===== src/retire_pkg.sv =====
package retire_pkg;

  // datapath widths
  localparam int data_width      = 64;  // result values and register contents
  localparam int reg_addr_width  = 5;   // architectural register index
  localparam int arch_reg_count  = 32;  // number of architectural registers

  // reorder buffer geometry
  localparam int rob_depth       = 8;   // entries in flight
  localparam int rob_tag_width   = 3;   // entry index, also the dispatch tag
  localparam int rob_count_width = 4;   // occupancy 0 to 8

  // retired instruction counter
  localparam int count_width     = 32;  // wraps at the top

  // host read port
  localparam int wb_addr_width   = 6;   // word address
  localparam logic [wb_addr_width-1:0] wb_count_addr = 6'd32;  // counter lives here

  // retire state encodings
  // the decode of the two head flags picks one of the last three,
  // idle only appears straight after reset
  localparam logic [1:0] retire_idle      = 2'b00;  // after reset
  localparam logic [1:0] retire_both      = 2'b01;  // two entries retired
  localparam logic [1:0] retire_head_only = 2'b10;  // oldest entry only
  localparam logic [1:0] retire_none      = 2'b11;  // nothing retired

endpackage


===== src/retire_counter.sv =====
`timescale 1ns/1ps

module retire_counter
  import retire_pkg::*;
(
  input  logic                   clock,
  input  logic                   reset,
  input  logic [1:0]             retire_count,
  output logic [count_width-1:0] retired_total
);

  logic [count_width-1:0] count_step;

  // 0, 1 or 2 per cycle
  assign count_step = count_width'(retire_count);

  // progress measure for the host, read over the bus
  always_ff @(posedge clock)
  begin
    if (reset)
    begin
      retired_total <= '0;
    end
    else
    begin
      retired_total <= retired_total + count_step;  // wraps at 2**32
    end
  end

endmodule


===== config.mk =====
export PLATFORM = sky130hd
export DESIGN_NAME = retire_counter
export DESIGN_NICKNAME = d
export VERILOG_FILES = /design/src/retire_pkg.sv /design/src/retire_counter.sv
export SDC_FILE = /design/constraint.sdc
export NUM_CORES = 1
export LEC_CHECK = 0
export BUFFER_PORTS_ARGS = -buffer_cell sky130_fd_sc_hd__buf_2
export CORE_ASPECT_RATIO = 0.75
export CORE_MARGIN = 4
export CORE_UTILIZATION = 41
export DETAILED_ROUTE_END_ITERATION = 7
export GPL_TIMING_DRIVEN = 0
export PLACE_DENSITY = 0.61
export SYNTH_ARGS = -nofsm -noshare
export SYNTH_HDL_FRONTEND = slang
export SYNTH_SLANG_ARGS = --single-unit

===== constraint.sdc =====
create_clock -name clock -period 2 [get_ports clock]
set_input_delay 0.3 -clock clock [delete_from_list [all_inputs] [get_ports clock]]
set_output_delay 0.3 -clock clock [all_outputs]
set_load 0.05 [all_outputs]

==> impl_results.md <==
* Area added between synthesis and finish at 24.9%
* Pwr/cell area at ~680 nW/um^2
* Dominant synthesized flop cell: dfxtp_1
* Die footprint at ~4700 um^2
* Critical path's most frequent cell: nor2_1
* Net Count, Synth at ~170
* Status: completed
* Drt via density at slightly below 5
* Input/output buffers at 35
* Skew final at approximately 8.9 ps
* Drt wl/cell at around 12 um
* Final #Nets at roughly 220
* GR peak layer: met2
* Share of cells above drive strength 1 at a little under 30%
* Fin. Hold Viols at 0
* Met3 track demand over resource at under 10%
* Inserted Diodes at 0
* CP required at ~2200 ps
* Yosys warns at 0
* Register area share after synthesis at between 40 and 50%
* DP Area at between 1500 and 2000 um^2
* Setup CP Type: flop to flop
* Starting Density at 44.0%
* Rel. slew slack at around three fifths
* Synthesized area at 1500 um^2
* Post-synthesis average cell area at around 9.2 um^2
* Reg clk slew, reported paths at about 70 ps
* DRT iter0 DRCs at 55
* Measured slew at the worst slew-check pin at 589 ps
* Post-synth top cells: dfxtp_1 (32), nor2_1 (32), xor2_1 (21), nand3_1 (10), nand2_1 (9)
* Drt drc at 0
* EDFF count, synth at 0
* Clock Sinks at 32
* Total GRT Usage at around 15%
* # IOs at 36
* Total Power at about 1.3 mW
* Met2 GRT Util at around a quarter
* Syn Inst Count at ~160
* Max cap viols at 0
* Worst-Skew Late Latency at ~280 ps
* Vias in the first global route at between 1000 and 1500
* Share of the synthesized area in the top cell type at a little over two fifths
* TritonCTS clock tree: yes
* # H-tree levels at 2
* CP startpoint kind: flop
* Setup violators final at 0
* Design area at between 1500 and 2000 um^2
* Routed wire length at approximately 3.2 mm
* Detail Route Antenna Nets at 0
* # hold bufs at CTS at 0
* Pleak at around 0.86 nW
* Final period utilization at roughly 94%
* Rows at 18
* Synth area leaders: dfxtp_1 (43%), xor2_1 (12%), nor2_1 (8.0%), xnor2_1 (3.5%), nand3_1 (3.3%)
* First-pass GRT wire length at about 5.6 mm
* M1 GR Usage at 19.8%
* Crit path max fanout at 4
* Netlist cell types at 27
* Vias at 1262
* Max Transition Viols Final at 0
* CTS max path bufs at 2
* Die Ht at around 60 um
* Core Util, Final at 54.9%
* Grt total ovfl at 0
* CP max-delay cell: fa_2
* Worst EP arrival at between 2000 and 2500 ps
* DIE WIDTH at between 70 and 80 um
* Pin count of the biggest net entering global routing at 11
* Top reg by flops: retired_total
* Core ar. at between 3000 and 4000 um^2
* Max stage delay on crit path at approximately 380 ps
* CP Cell Sequence: ha_2 > inv_1 > fa_2 > buf_4 > nor2_1 > and3_1 > xnor2_1 > nor2_1
* Number of detailed-route iterations in the first pass at 4
* DP HPWL at about 2.4 mm
* Largest area contributor in the netlist: dfxtp_1
* Max VDD drop at roughly 0.00035 V
* Setup TNS at 0 ps
* Num CTS Buffers at 5
* Worst hold slack at approximately 240 ps
* Synth async-reset ratio at 0%
* Registers with the most flip-flops: retired_total: 32 flops
* Hold Crit Class: primary input to flop
* RD Place Congestion at around 0.81
* Initial antenna violation count at 0
* Synthesized flop and latch total at 32
* Max reg flops at 32
* Max Fclk at between 500 and 600 MHz
* Setup crit end kind: flop
* CTS Root Cell: clkbuf_8
* Final Critical Period at between 1500 and 2000 ps
==> worst max-delay path: cells and delay by family, from the launching register on <==
kind | cells | cell delay (ps)
xor gates and xnor gates | 1 | 120
adders and majority gates | 2 | 560
and+or+nand+nor | 3 | 520
buffers and inverters | 2 | 210
DFF | 1 | 340
==> per-stage QoR <==
step | std cells | setup slack [ps]
detailed placement | 247 | -208
floorplan | 162 | 19.3
finish | 259 | 122
global route | 259 | -1.98
global placement | 247 | -166
CTS | 257 | 53.6
==> power by group <==
part	switching [mW]	internal, mW
Sequential	0.0126	0.648
Combinational	0.0738	0.0325
Clock	0.229	0.274
==> worst paths after layout <==
path | cells after the start | slack (ps) | start | to
setup reg to reg | 8 | 120 | retired_total[0]$_SDFF_PP0_ | retired_total[8]$_SDFF_PP0_
hold / removal | 2 | 240 | reset | retired_total[31]$_SDFF_PP0_
setup / recovery | 8 | 120 | retired_total[0]$_SDFF_PP0_ | retired_total[8]$_SDFF_PP0_
hold reg to reg | 2 | 480 | retired_total[31]$_SDFF_PP0_ | retired_total[31]$_SDFF_PP0_
==> kinds of logic after synthesis <==
kind of cell,count (synthesis),synth area share [%]
simple gates,85,33.9
flops,32,42.8
xor+xnor,27,15.8
buf+inv,8,2.09
compound gates,7,2.34
fa+ha+maj,3,3.01
==> routing by layer <==
metal	share of wire (%)	vias up
li1	-	638
met1	49	594
met2	44	26
met3	5.0	4
met4	1.0	0
met5	0	-
==> timing repair <==
| item | in CTS | in global routing |
|---|---|---|
| gates resized for setup | 1 | 2 |
| pin swaps | 1 | 4 |
| buffers inserted | 2 | 2 |
| setup endpoints to repair | 9 | 7 |
==> cells in the final DEF, fill, tap and decap left out, drive strengths merged <==
master and instances:
buf 39, nor2 32, dfxtp 32, xor2 21, nand4 11, nand3 10
nand2 10, clkbuf 10, and3 7, xnor2 6, inv 4, a21oi 4
o21ai 3, or3 3, nor4 2, nor3 2, nor2b 2, and2 2
clkinv 2, ha 2, and4 1, nor4b 1, nand2b 1, or2 1
fa 1
==> area by class of cell <==
class,count,area (um^2)
multi-input combinational,122,828
fill,331,1530
sequential,32,646
clock buffer,6,82.6
clock inverter,2,10.0
buffer,4,18.8
tap,50,62.6
timing repair buffer,39,205
inverter,4,15.0
Note: power is estimated with default switching activity, not from simulation.
