--- src/retire_pkg.sv ---
package retire_pkg;

  // datapath widths
  localparam int data_width      = 64;  // result values and register contents
  localparam int reg_addr_width  = 5;   // architectural register index
  localparam int arch_reg_count  = 32;  // number of architectural registers

  // reorder buffer geometry
  localparam int rob_depth       = 8;   // entries in flight
  localparam int rob_tag_width   = 3;   // entry index, also the dispatch tag
  localparam int rob_count_width = 4;   // occupancy 0 to 8

  // retired instruction counter
  localparam int count_width     = 32;  // wraps at the top

  // host read port
  localparam int wb_addr_width   = 6;   // word address
  localparam logic [wb_addr_width-1:0] wb_count_addr = 6'd32;  // counter lives here

  // retire state encodings
  // the decode of the two head flags picks one of the last three,
  // idle only appears straight after reset
  localparam logic [1:0] retire_idle      = 2'b00;  // after reset
  localparam logic [1:0] retire_both      = 2'b01;  // two entries retired
  localparam logic [1:0] retire_head_only = 2'b10;  // oldest entry only
  localparam logic [1:0] retire_none      = 2'b11;  // nothing retired

endpackage

--- src/rob_buffer.sv ---
`timescale 1ns/1ps

module rob_buffer
  import retire_pkg::*;
(
  input  logic                      clock,
  input  logic                      reset,

  input  logic                      dispatch_valid,
  input  logic [reg_addr_width-1:0] dispatch_dest,
  output logic                      dispatch_ready,
  output logic [rob_tag_width-1:0]  dispatch_tag,

  input  logic                      complete_valid,
  input  logic [rob_tag_width-1:0]  complete_tag,
  input  logic [data_width-1:0]     complete_value,

  input  logic [1:0]                retire_count,

  output logic                      head_valid1,
  output logic                      head_valid2,
  output logic                      head_complete1,
  output logic                      head_complete2,
  output logic [reg_addr_width-1:0] head_dest1,
  output logic [reg_addr_width-1:0] head_dest2,
  output logic [data_width-1:0]     head_value1,
  output logic [data_width-1:0]     head_value2
);

  logic [reg_addr_width-1:0]  entry_dest [rob_depth];
  logic [data_width-1:0]      entry_value [rob_depth];
  logic [rob_depth-1:0]       entry_complete;

  logic [rob_tag_width-1:0]   head_ptr;
  logic [rob_tag_width-1:0]   head_second;  // head plus one, wraps
  logic [rob_tag_width-1:0]   tail_ptr;
  logic [rob_count_width-1:0] occupancy;
  logic                       dispatch_fire;

  assign dispatch_ready = (occupancy != rob_count_width'(rob_depth));  // full stalls dispatch
  assign dispatch_fire  = dispatch_valid && dispatch_ready;
  assign dispatch_tag   = tail_ptr;

  assign head_second = head_ptr + rob_tag_width'(1);

  // oldest two entries, second one may sit at index 0 after a wrap
  assign head_valid1    = (occupancy != '0);
  assign head_valid2    = (occupancy > rob_count_width'(1));
  assign head_complete1 = entry_complete[head_ptr];
  assign head_complete2 = entry_complete[head_second];
  assign head_dest1     = entry_dest[head_ptr];
  assign head_dest2     = entry_dest[head_second];
  assign head_value1    = entry_value[head_ptr];
  assign head_value2    = entry_value[head_second];

  always_ff @(posedge clock)
  begin
    if (reset)
    begin
      head_ptr  <= '0;
      tail_ptr  <= '0;
      occupancy <= '0;
    end
    else
    begin
      if (dispatch_fire)
        tail_ptr <= tail_ptr + rob_tag_width'(1);
      head_ptr  <= head_ptr + rob_tag_width'(retire_count);  // pop 0, 1 or 2
      occupancy <= occupancy + rob_count_width'(dispatch_fire)
                   - rob_count_width'(retire_count);
    end
  end

  // complete flags, cleared as entries are freed
  always_ff @(posedge clock)
  begin
    if (reset)
    begin
      entry_complete <= '0;
    end
    else
    begin
      if (retire_count != 2'd0)
        entry_complete[head_ptr] <= 1'b0;
      if (retire_count == 2'd2)
        entry_complete[head_second] <= 1'b0;
      if (complete_valid)
        entry_complete[complete_tag] <= 1'b1;  // never an entry being popped
    end
  end

  // entry payload
  always_ff @(posedge clock)
  begin
    if (dispatch_fire)
      entry_dest[tail_ptr] <= dispatch_dest;
    if (complete_valid)
      entry_value[complete_tag] <= complete_value;
  end

endmodule

--- config.mk ---
export PLATFORM = sky130hd
export DESIGN_NAME = rob_buffer
export DESIGN_NICKNAME = d
export VERILOG_FILES = /design/src/retire_pkg.sv /design/src/rob_buffer.sv
export SDC_FILE = /design/constraint.sdc
export NUM_CORES = 1
export LEC_CHECK = 0
export BUFFER_PORTS_ARGS = -buffer_cell sky130_fd_sc_hd__buf_2
export CORE_ASPECT_RATIO = 1.4
export CORE_MARGIN = 10
export CORE_UTILIZATION = 39
export CTS_CLUSTER_DIAMETER = 100
export DETAILED_ROUTE_END_ITERATION = 6
export HOLD_SLACK_MARGIN = 0.02
export SLEW_MARGIN = 20
export SYNTH_ARGS = -nofsm -noshare
export SYNTH_HDL_FRONTEND = slang
export SYNTH_SLANG_ARGS = --single-unit
--- constraint.sdc ---
create_clock -name clock -period 3.9 [get_ports clock]
set_input_delay 1.17 -clock clock [delete_from_list [all_inputs] [get_ports clock]]
set_output_delay 1.17 -clock clock [all_outputs]
set_load 0.01 [all_outputs]
==> run summary <==
Syn nets -> 1715
Clock skew -> 0.01047 ns
Synth Cell Area -> 0.02660 mm²
Critical path endpoint category -> output pin
CTS tree -> yes
Area overhead of the layout relative to synthesis -> 17.10%
Placer Congestion -> 0.8199
Total Power -> 0.01669 W
Vias -> 16157
#FFs+latches synth -> 570
Seq/Total Area, Yosys -> 0.6366
Post-Route WL -> 76.21 mm
Cell breakdown of the critical path -> buf_12, buf_4, mux2_2, a2111o_1, buf_2
Crit path from -> head_ptr[1]
I/O pins -> 224
Iteration-0 DRC Markers -> 1394
GRT Total Usage -> 0.1917
Primary flip-flop cell chosen by synthesis mapping -> edfxtp_1
Chip width -> 240.7 µm
Slowest cell on the critical path -> dfxtp_4
Worst rel slew slack -> 0.5040
Worst path arrival time -> 2.64 ns
RSZ-0062 raised after global routing -> false
Yosys warning total -> 0
IO buf count -> 223
Die H -> 329.0 µm
Core Area -> 0.06772 mm²
Worst-Skew Late Latency -> 0.62 ns
Max-slew violations -> 0
Setup crit start kind -> register
Share of synthesized flip-flops with an asynchronous set or reset -> 0
Flop-to-flop setup slack -> 1.35 ns
Final hold vios -> 0
Routed Antenna Nets -> 0
Final setup viols -> 0
Critical Path End -> head_value1[9]
Share of cells above drive strength 1 -> 0.3408
First-pass GRT wire length -> 112.8 mm
DR WL/cell -> 27.40 µm
Measured slew at the worst slew-check pin -> 0.7425 ns
Critical path class -> register to output pin
Min-delay worst type -> register to register
Worst r2r path cells -> 10
Clk buf depth -> 3
Max Cap Viol -> 0
WP data required -> 2.73 ns
Die area -> 0.07921 mm²
CTS Hold Bufs -> 0
Slowest stage delay, CP -> 0.50 ns
Largest net degree at the start of global routing -> 75
CTS root buffer -> clkbuf_16
Status -> completed
Maximum VDD drop -> 395.6 µV
Post-Syn Area per Cell -> 16.38 µm²
Final HPWL DP -> 48.40 mm
Netlist cell types -> 65
Worst r2r src -> occupancy[2]
Drt via density -> 5.808
Initial antenna violation count -> 17
Vias in the first global route -> 17049
NumNets Final -> 1953
Num rows -> 113
Clock-pin slew on the worst setup and hold paths -> 0.06 ns
CTS Buf Count -> 56
Max Freq -> 0.2623 GHz
Overflow after GRT -> 0
Min Tclk post-route -> 3.813 ns
TritonCTS Sinks -> 570
Final Cycle Share -> 0.9777
Sum Neg Setup Slack -> 0 ns
Power Density -> 535.7 mW/mm²
Gate Count Post-Synth -> 1624
Leak -> 10.72 nW
H-tree depth -> 2
Starting Density -> 0.3928
Worst-path fanout max -> 29
Filler Cells Inserted -> 5798
Reg-to-reg critical path endpoint -> occupancy[3]
Drt drc -> 0
Number of synthesized flops with an enable pin -> 552
Drt first pass iters -> 5
power by group:
part           internal, W  switching, W  leakage [nW]  total (W)
Sequential         0.00696      0.000142          5.16    0.00710
Clock              0.00326       0.00239         0.921    0.00564
Combinational      0.00168       0.00227          4.63    0.00395
Total               0.0119       0.00480          10.7     0.0167
cell families after synthesis:
kind of cell | after synthesis | synth area share
flops | 570 | 0.6366
xor+xnor | 4 | 0.001317
buf+inv | 137 | 0.02953
mux | 273 | 0.2015
compound gates | 160 | 0.04346
simple gates | 467 | 0.08094
fa+ha+maj | 13 | 0.006678
layer usage:
metal / global-route usage / share of wire
met3: 0.04249 / 0.073
met2: 0.3273 / 0.51
met4: 0.07025 / 0.032
met1: 0.2348 / 0.39
met5: 0 / 0.0013
layout by cell type, fill, tap and decap left out, types with 19 or more instances in the layout:
master / count
a21oi_1: 29
clkbuf_16: 58
buf_12: 23
edfxtp_1: 552
a221oi_1: 44
mux2i_1: 45
nand2_1: 326
buf_2: 223
mux4_2: 208
o21ai_0: 22
nand3b_1: 19
nor2_1: 27
buf_4: 45
cells in the mapped netlist, types with 8 or more instances:
library cell	count	area share
ha_1	11	0.0052
mux2_2	18	0.0076
inv_1	17	0.0024
nor3b_1	13	0.0037
dfxtp_1	18	0.014
o22a_1	10	0.0033
buf_4	21	0.0059
nor2_1	28	0.0040
clkbuf_1	12	0.0017
nor2b_1	9	0.0021
edfxtp_1	552	0.62
mux4_2	208	0.18
o21ai_1	11	0.0021
buf_6	15	0.0063
buf_2	61	0.011
o22ai_1	8	0.0019
mux2i_1	45	0.017
o21ai_0	22	0.0041
a221oi_1	44	0.014
nand2_1	326	0.046
nand3b_1	19	0.0054
buf_1	10	0.0014
and3_1	12	0.0028
a21oi_1	29	0.0055
nand3_1	12	0.0023
metrics by stage:
stage          worst slack, ns  std cells  hold slack [ns]  cell area [µm²]  utilization
6_report               0.08713       2782           0.4895            31150       0.4600
5_1_grt               0.004470       2778           0.5243            31140       0.4598
2_1_floorplan           0.4792       1624           0.4556            26600            -
4_1_cts               0.006543       2768           0.4916            31080       0.4589
3_5_place_dp            0.5596       2653           0.4829            28940       0.4274
3_3_place_gp            0.5627       2653           0.4822            28940       0.4274
worst min path at each step:
stage	start	end	slack (ns)	depth (start not counted)
floorplan	entry_complete[6]	entry_complete[6]	0.46	2
global placement	entry_complete[0]	entry_complete[0]	0.48	2
detailed placement	entry_complete[0]	entry_complete[0]	0.48	2
CTS	entry_complete[0]	entry_complete[0]	0.49	2
global route	entry_complete[3]	entry_complete[3]	0.52	2
finish	entry_complete[0]	entry_complete[0]	0.49	2
state kept, by name (all words and copies together) (netlist names):
register and cells:
entry_value 512, entry_dest 40, entry_complete 8, occupancy 4
dispatch_tag 3, head_ptr 3
critical path, delay by kind of cell (launching register included):
family,cells,cell delay [ns]
flip-flops,1,0.50
buffers and inverters,3,0.65
multiplexers,1,0.36
AO/OA/AOI/OAI,1,0.49
what timing repair did:
action | CTS | global route
pin swaps | 1 | 0
setup endpoints to repair | 23 | 17
setup buffers | 7 | 4
cloned | 2 | 0
gates resized for setup | 5 | 1
layout make-up:
class,instances,area (µm²),share of cell area
diodes,10,25.02,0.0008033
clock buffers,65,1478,0.04743
clock inverters,41,444.2,0.01426
inverters,17,83.83,0.002691
multi-input cells,917,8924,0.2864
flip-flops and latches,570,16950,0.5440
well taps,862,1079,0.03462
repair buffers,300,2172,0.06972
Power figures use the tool's default switching activity.
