==> config.mk <==
export PLATFORM = sky130hd
export DESIGN_NAME = retire_control
export DESIGN_NICKNAME = d
export VERILOG_FILES = /design/src/retire_pkg.sv /design/src/retire_control.sv
export SDC_FILE = /design/constraint.sdc
export NUM_CORES = 1
export LEC_CHECK = 0
export BUFFER_PORTS_ARGS = -buffer_cell sky130_fd_sc_hd__clkbuf_2
export CAP_MARGIN = 10
export CORE_AREA = 2 2 113 115
export CTS_CLUSTER_DIAMETER = 80
export DETAILED_ROUTE_END_ITERATION = 10
export DIE_AREA = 0 0 115 117
export GPL_TIMING_DRIVEN = 1
export PLACE_DENSITY = 0.66
export REMOVE_ABC_BUFFERS = 1
export SLEW_MARGIN = 20
export SYNTH_ARGS = -nofsm -noshare
export SYNTH_HDL_FRONTEND = slang
export SYNTH_SLANG_ARGS = --single-unit
==> constraint.sdc <==
create_clock -name clock -period 1.2 [get_ports clock]
set_clock_uncertainty 0.05 [all_clocks]
set_input_delay 0.18 -clock clock [delete_from_list [all_inputs] [get_ports clock]]
set_output_delay 0.18 -clock clock [all_outputs]
set_load 0.005 [all_outputs]
==> src/retire_pkg.sv <==
package retire_pkg;

  // datapath widths
  localparam int data_width      = 64;  // result values and register contents
  localparam int reg_addr_width  = 5;   // architectural register index
  localparam int arch_reg_count  = 32;  // number of architectural registers

  // reorder buffer geometry
  localparam int rob_depth       = 8;   // entries in flight
  localparam int rob_tag_width   = 3;   // entry index, also the dispatch tag
  localparam int rob_count_width = 4;   // occupancy 0 to 8

  // retired instruction counter
  localparam int count_width     = 32;  // wraps at the top

  // host read port
  localparam int wb_addr_width   = 6;   // word address
  localparam logic [wb_addr_width-1:0] wb_count_addr = 6'd32;  // counter lives here

  // retire state encodings
  // the decode of the two head flags picks one of the last three,
  // idle only appears straight after reset
  localparam logic [1:0] retire_idle      = 2'b00;  // after reset
  localparam logic [1:0] retire_both      = 2'b01;  // two entries retired
  localparam logic [1:0] retire_head_only = 2'b10;  // oldest entry only
  localparam logic [1:0] retire_none      = 2'b11;  // nothing retired

endpackage

==> src/retire_control.sv <==
`timescale 1ns/1ps

module retire_control
  import retire_pkg::*;
(
  input  logic                      clock,
  input  logic                      reset,

  input  logic                      head_valid1,
  input  logic                      head_valid2,
  input  logic                      head_complete1,
  input  logic                      head_complete2,
  input  logic [reg_addr_width-1:0] head_dest1,
  input  logic [reg_addr_width-1:0] head_dest2,
  input  logic [data_width-1:0]     head_value1,
  input  logic [data_width-1:0]     head_value2,

  output logic [1:0]                retire_count,
  output logic                      write_enable1,
  output logic                      write_enable2,
  output logic [reg_addr_width-1:0] write_dest1,
  output logic [reg_addr_width-1:0] write_dest2,
  output logic [data_width-1:0]     write_value1,
  output logic [data_width-1:0]     write_value2
);

  logic [1:0] state;
  logic [1:0] next_state;
  logic       retire_first;
  logic       retire_second;

  // second entry only goes together with the oldest
  always_comb
  begin
    if (head_valid1 && head_complete1 && head_valid2 && head_complete2)
      next_state = retire_both;
    else if (head_valid1 && head_complete1)
      next_state = retire_head_only;
    else
      next_state = retire_none;
  end

  assign retire_first  = (next_state == retire_both) || (next_state == retire_head_only);
  assign retire_second = (next_state == retire_both);
  assign retire_count  = retire_second ? 2'd2 : (retire_first ? 2'd1 : 2'd0);

  always_ff @(posedge clock)
  begin
    if (reset)
      state <= retire_idle;
    else
      state <= next_state;
  end

  assign write_enable1 = (state == retire_both) || (state == retire_head_only);
  assign write_enable2 = (state == retire_both);

  // retiring pairs, idle lane zeroed
  always_ff @(posedge clock)
  begin
    write_dest1  <= retire_first  ? head_dest1  : '0;
    write_value1 <= retire_first  ? head_value1 : '0;
    write_dest2  <= retire_second ? head_dest2  : '0;
    write_value2 <= retire_second ? head_value2 : '0;
  end

endmodule

==> results.md <==
| Stage | Metric | Reported |
|:---|:---|:---|
| critical path | Crit path max fanout | 1 |
| route | Drt total wl | 13.7 mm |
| critical path | Setup crit start kind | flip-flop |
| clocking | Clock transition at the registers of the reported paths | 60 ps |
| placement | Post-detail-place hpwl | 8.31 mm |
| route | Vias per cell | 4.23 |
| global routing | Aggregate global routing overflow | 0 |
| outcome | Result of the run | complete, but fails checks |
| logic synthesis | Most frequent cells after synthesis | sky130_fd_sc_hd__dfxtp_1 (140), sky130_fd_sc_hd__and3_1 (70), sky130_fd_sc_hd__and2_1 (69) |
| logic synthesis | Cell with the most instances after synthesis | sky130_fd_sc_hd__dfxtp_1 |
| logic synthesis | Largest family of logic cells by synthesized area | simple AND/OR/NAND/NOR gates |
| logic synthesis | Post-synthesis simple-gate area fraction | 22.9% |
| logic synthesis | Number of instances in the synthesized netlist | 311 |
| clocking | Clock tree from TritonCTS | built |
| critical path | Data required time at the worst endpoint | 970 ps |
| finish | Diodes inserted | 0 |
| floorplan | Starting density of the core | 31.5% |
| floorplan | Vertical die dimension | 117 µm |
| finish | Area growth from synthesis to layout | 93.4% |
| worst hold path | Hold crit path type | in2reg |
| clocking | H-tree depth | 4 |
| sta | Fraction of the cycle the final worst path needs | 119% |
| floorplan | Number of primary I/O pins | 286 |
| global routing | Antenna violations before repair | 0 |
| logic synthesis | Synth Area in Compound Gates | 0.161% |
| pwr | Static Leakage | 3.97 nW |
| logic synthesis | Xor-xnor portion of the synthesized cell area | 0% |
| clocking | Sink count of the clock tree | 140 |
| route | Top metal layer carrying routed signals | met4 |
| logic synthesis | Count of unique library cells instantiated by Yosys | 12 |
| route | Met2 wire length | 6.77 mm |
| logic synthesis | Number of flops mapped to enable cells by yosys | 0 |
| logic synthesis | #FFs+latches synth | 140 |
| critical path | Critical path launch point | state[1] |
| clocking | Total clock buffers created by CTS | 17 |
| sta | Setup repair after global routing missed its margin | true |
| pwr | Power density over the cells | 1570 nW/µm² |
| placement | Final GP Congestion | 0.730 |
| logic synthesis | Synth warnings | 0 |
| floorplan | Placement Rows | 41 |
| logic synthesis | Multiplexer share of the synthesized area | 0% |
| critical path | Crit path arrival time | 1190 ps |
| finish | Fraction of the core area covered by cells at the end of the flow | 61.0% |
| outcome | Violated checks | setup timing |
| placement | Placed Area | 5420 µm² |
| sta | Final hold violation count | 0 |
| clocking | Number of buffers inserted by post-CTS setup repair | 0 |
| logic synthesis | Syn Std Cell Area | 3880 µm² |
| finish | Final Instance Area | 7510 µm² |
| global routing | Total Routing Usage GR | 19.6% |
| critical path | Category of the worst setup path capture point | primary output |
| global routing | Pin count of the biggest net entering global routing | 57 |
| worst hold path | Hold Startpoint | head_complete1 |
| route | First-pass iteration count of the detailed router | 4 |
| logic synthesis | Primary flip-flop cell chosen by synthesis mapping | sky130_fd_sc_hd__dfxtp_1 |
| sta | Fmax achieved | 702 MHz |
| sta | Post-layout min period | 1420 ps |
| clocking | Master cell of the clock root buffer | sky130_fd_sc_hd__clkbuf_16 |
| sta | Final setup violation count | 2 |
| floorplan | Chip Width | 115 µm |
| logic synthesis | Area share of the largest cell type after synthesis | 72.2% |
| route | Number of remaining DRC errors | 0 |
| route | Met3 wirelength from detailed routing | 1.45 mm |
| pwr | VDD IR-drop max | 0.958 mV |
| route | Post-detailed-route wirelength per cell | 15.2 µm |
| floorplan | Total die area | 13500 µm² |
| global routing | Wire length of the first global-routing pass | 19.8 mm |
| sta | Slew headroom | 73.4% |
| critical path | Timing endpoint of the critical path | write_enable1 |
| logic synthesis | Post-synth top area cell | sky130_fd_sc_hd__dfxtp_1 |
| sta | Setup slack after layout | -225 ps |
| route | Violation count after the first detailed-routing iteration | 212 |
| sta | Number of max-slew violations in the final report | 0 |
| placement | Count of input and output buffers | 285 |
| logic synthesis | Synth area leaders | sky130_fd_sc_hd__dfxtp_1 (72%), sky130_fd_sc_hd__and3_1 (11%), sky130_fd_sc_hd__and2_1 (11%) |
| route | Antenna viol nets, final | 0 |
| clocking | Max Buffers Root-to-Sink | 2 |
| critical path | Category of the critical setup timing path | reg2out |
| flow run | Number of maximum-capacitance constraint violations | 0 |
| logic synthesis | Share of the yosys chip area belonging to registers | 72.2% |
| sta | Slew at the pin with the worst max-slew slack | 399 ps |
| floorplan | Core box area | 12300 µm² |
| logic synthesis | Async set or reset register ratio after synthesis | 0% |
| finish | Fraction of final layout cells with drive strength greater than 1 | 43.3% |
| logic synthesis | Arithmetic-cell share of the synthesized area counting full adders, half adders and majority gates | 0.322% |
| logic synthesis | Mean instance size in the synthesized netlist | 12.5 µm² |
| route | Routed metal-1 wirelength | 5.24 mm |
| finish | Net count, final | 883 |
| global routing | Via count of the first global-routing pass | 4015 |
| route | Via count | 3810 |
==> worst min-delay path by stage <==
| stage | cells after the start | endpoint |
|---|---|---|
| floorplan | 1 | state[0] |
| detailed placement | 2 | state[0] |
| finish | 2 | state[0] |
| global route | 2 | state[0] |
| CTS | 2 | state[0] |
| global placement | 2 | state[0] |
==> routing by layer <==
layer  vias to the layer above  global-route usage, %
li1                       1851                      -
met1                      1732                   20.6
met2                       205                   34.0
met3                        22                   9.78
met4                         0                   7.23
met5                         -                      0
==> kinds of logic (layout without fill, tap and decap cells) <==
| logic type | Yosys count | in the layout |
|---|---|---|
| simple gates | 142 | 142 |
| flops | 140 | 140 |
| buf+inv | 27 | 466 |
| fa+ha+maj | 1 | 1 |
| compound gates | 1 | 1 |
==> report_power, final <==
part           internal (mW)  leakage [nW]  switching (mW)  total [mW]
Sequential              4.79          1.14          0.0412        4.83
Clock                   4.11         0.335            1.90        6.01
Combinational          0.634          2.50           0.333       0.967
Total                   9.53          3.97            2.27        11.8
==> layout by cell type (no fill, tap or decap) <==
cell type                       count
sky130_fd_sc_hd__clkinv_4           2
sky130_fd_sc_hd__clkbuf_2         284
sky130_fd_sc_hd__buf_12             2
sky130_fd_sc_hd__a31oi_1            1
sky130_fd_sc_hd__and2_1            69
sky130_fd_sc_hd__clkbuf_8           4
sky130_fd_sc_hd__buf_4              6
sky130_fd_sc_hd__bufinv_16          6
sky130_fd_sc_hd__ha_1               1
sky130_fd_sc_hd__buf_2              1
sky130_fd_sc_hd__dlygate4sd3_1    140
sky130_fd_sc_hd__inv_1              2
sky130_fd_sc_hd__clkinv_2           1
sky130_fd_sc_hd__dfxtp_1          140
sky130_fd_sc_hd__clkbuf_16         17
sky130_fd_sc_hd__and4_4             1
sky130_fd_sc_hd__and3_1            70
sky130_fd_sc_hd__nand2_1            1
sky130_fd_sc_hd__clkinvlp_4         1
sky130_fd_sc_hd__nor2_1             1
==> flip-flops by register name, summed over array words and instances, names as in the netlist <==
register and flops:
state 2, write_value1 64, write_dest1 5, write_dest2 5, write_value2 64
==> timing repair <==
item                                    4_1_cts  5_1_grt
gates cloned                                  0        0
gates resized for setup                       0        1
endpoints found under the setup margin        2        2
hold buffers                                140        0
endpoints found under the hold margin       140        0
==> per-stage QoR <==
stage / hold slack, ps / setup WS, ps / TNS (ps) / std cells / total power [mW]
2_1_floorplan: 199 / 292 / 0 / 286 / 5.04
3_3_place_gp: 320 / 64.1 / 0 / 729 / 5.49
3_5_place_dp: 320 / 55.0 / 0 / 729 / 5.50
4_1_cts: 0.859 / -246 / -337 / 900 / 11.9
5_1_grt: 34.8 / -263 / -387 / 900 / 12.2
6_report: 14.9 / -225 / -287 / 900 / 11.8
==> critical path, cell delays in order (launching register included) <==
cell                      delay, ps
sky130_fd_sc_hd__dfxtp_1        300
sky130_fd_sc_hd__inv_1           40
sky130_fd_sc_hd__ha_1           270
sky130_fd_sc_hd__inv_1           60
sky130_fd_sc_hd__buf_2          110
==> cell type report <==
class / count / area (µm²)
timing repair buffer: 433 / 2910
tap: 150 / 188
multi-input combinational: 144 / 907
inverter: 2 / 7.51
clock buffer: 21 / 480
fill: 912 / 4800
clock inverter: 10 / 210
sequential: 140 / 2800
No activity file was read; power rests on OpenSTA's default activity.
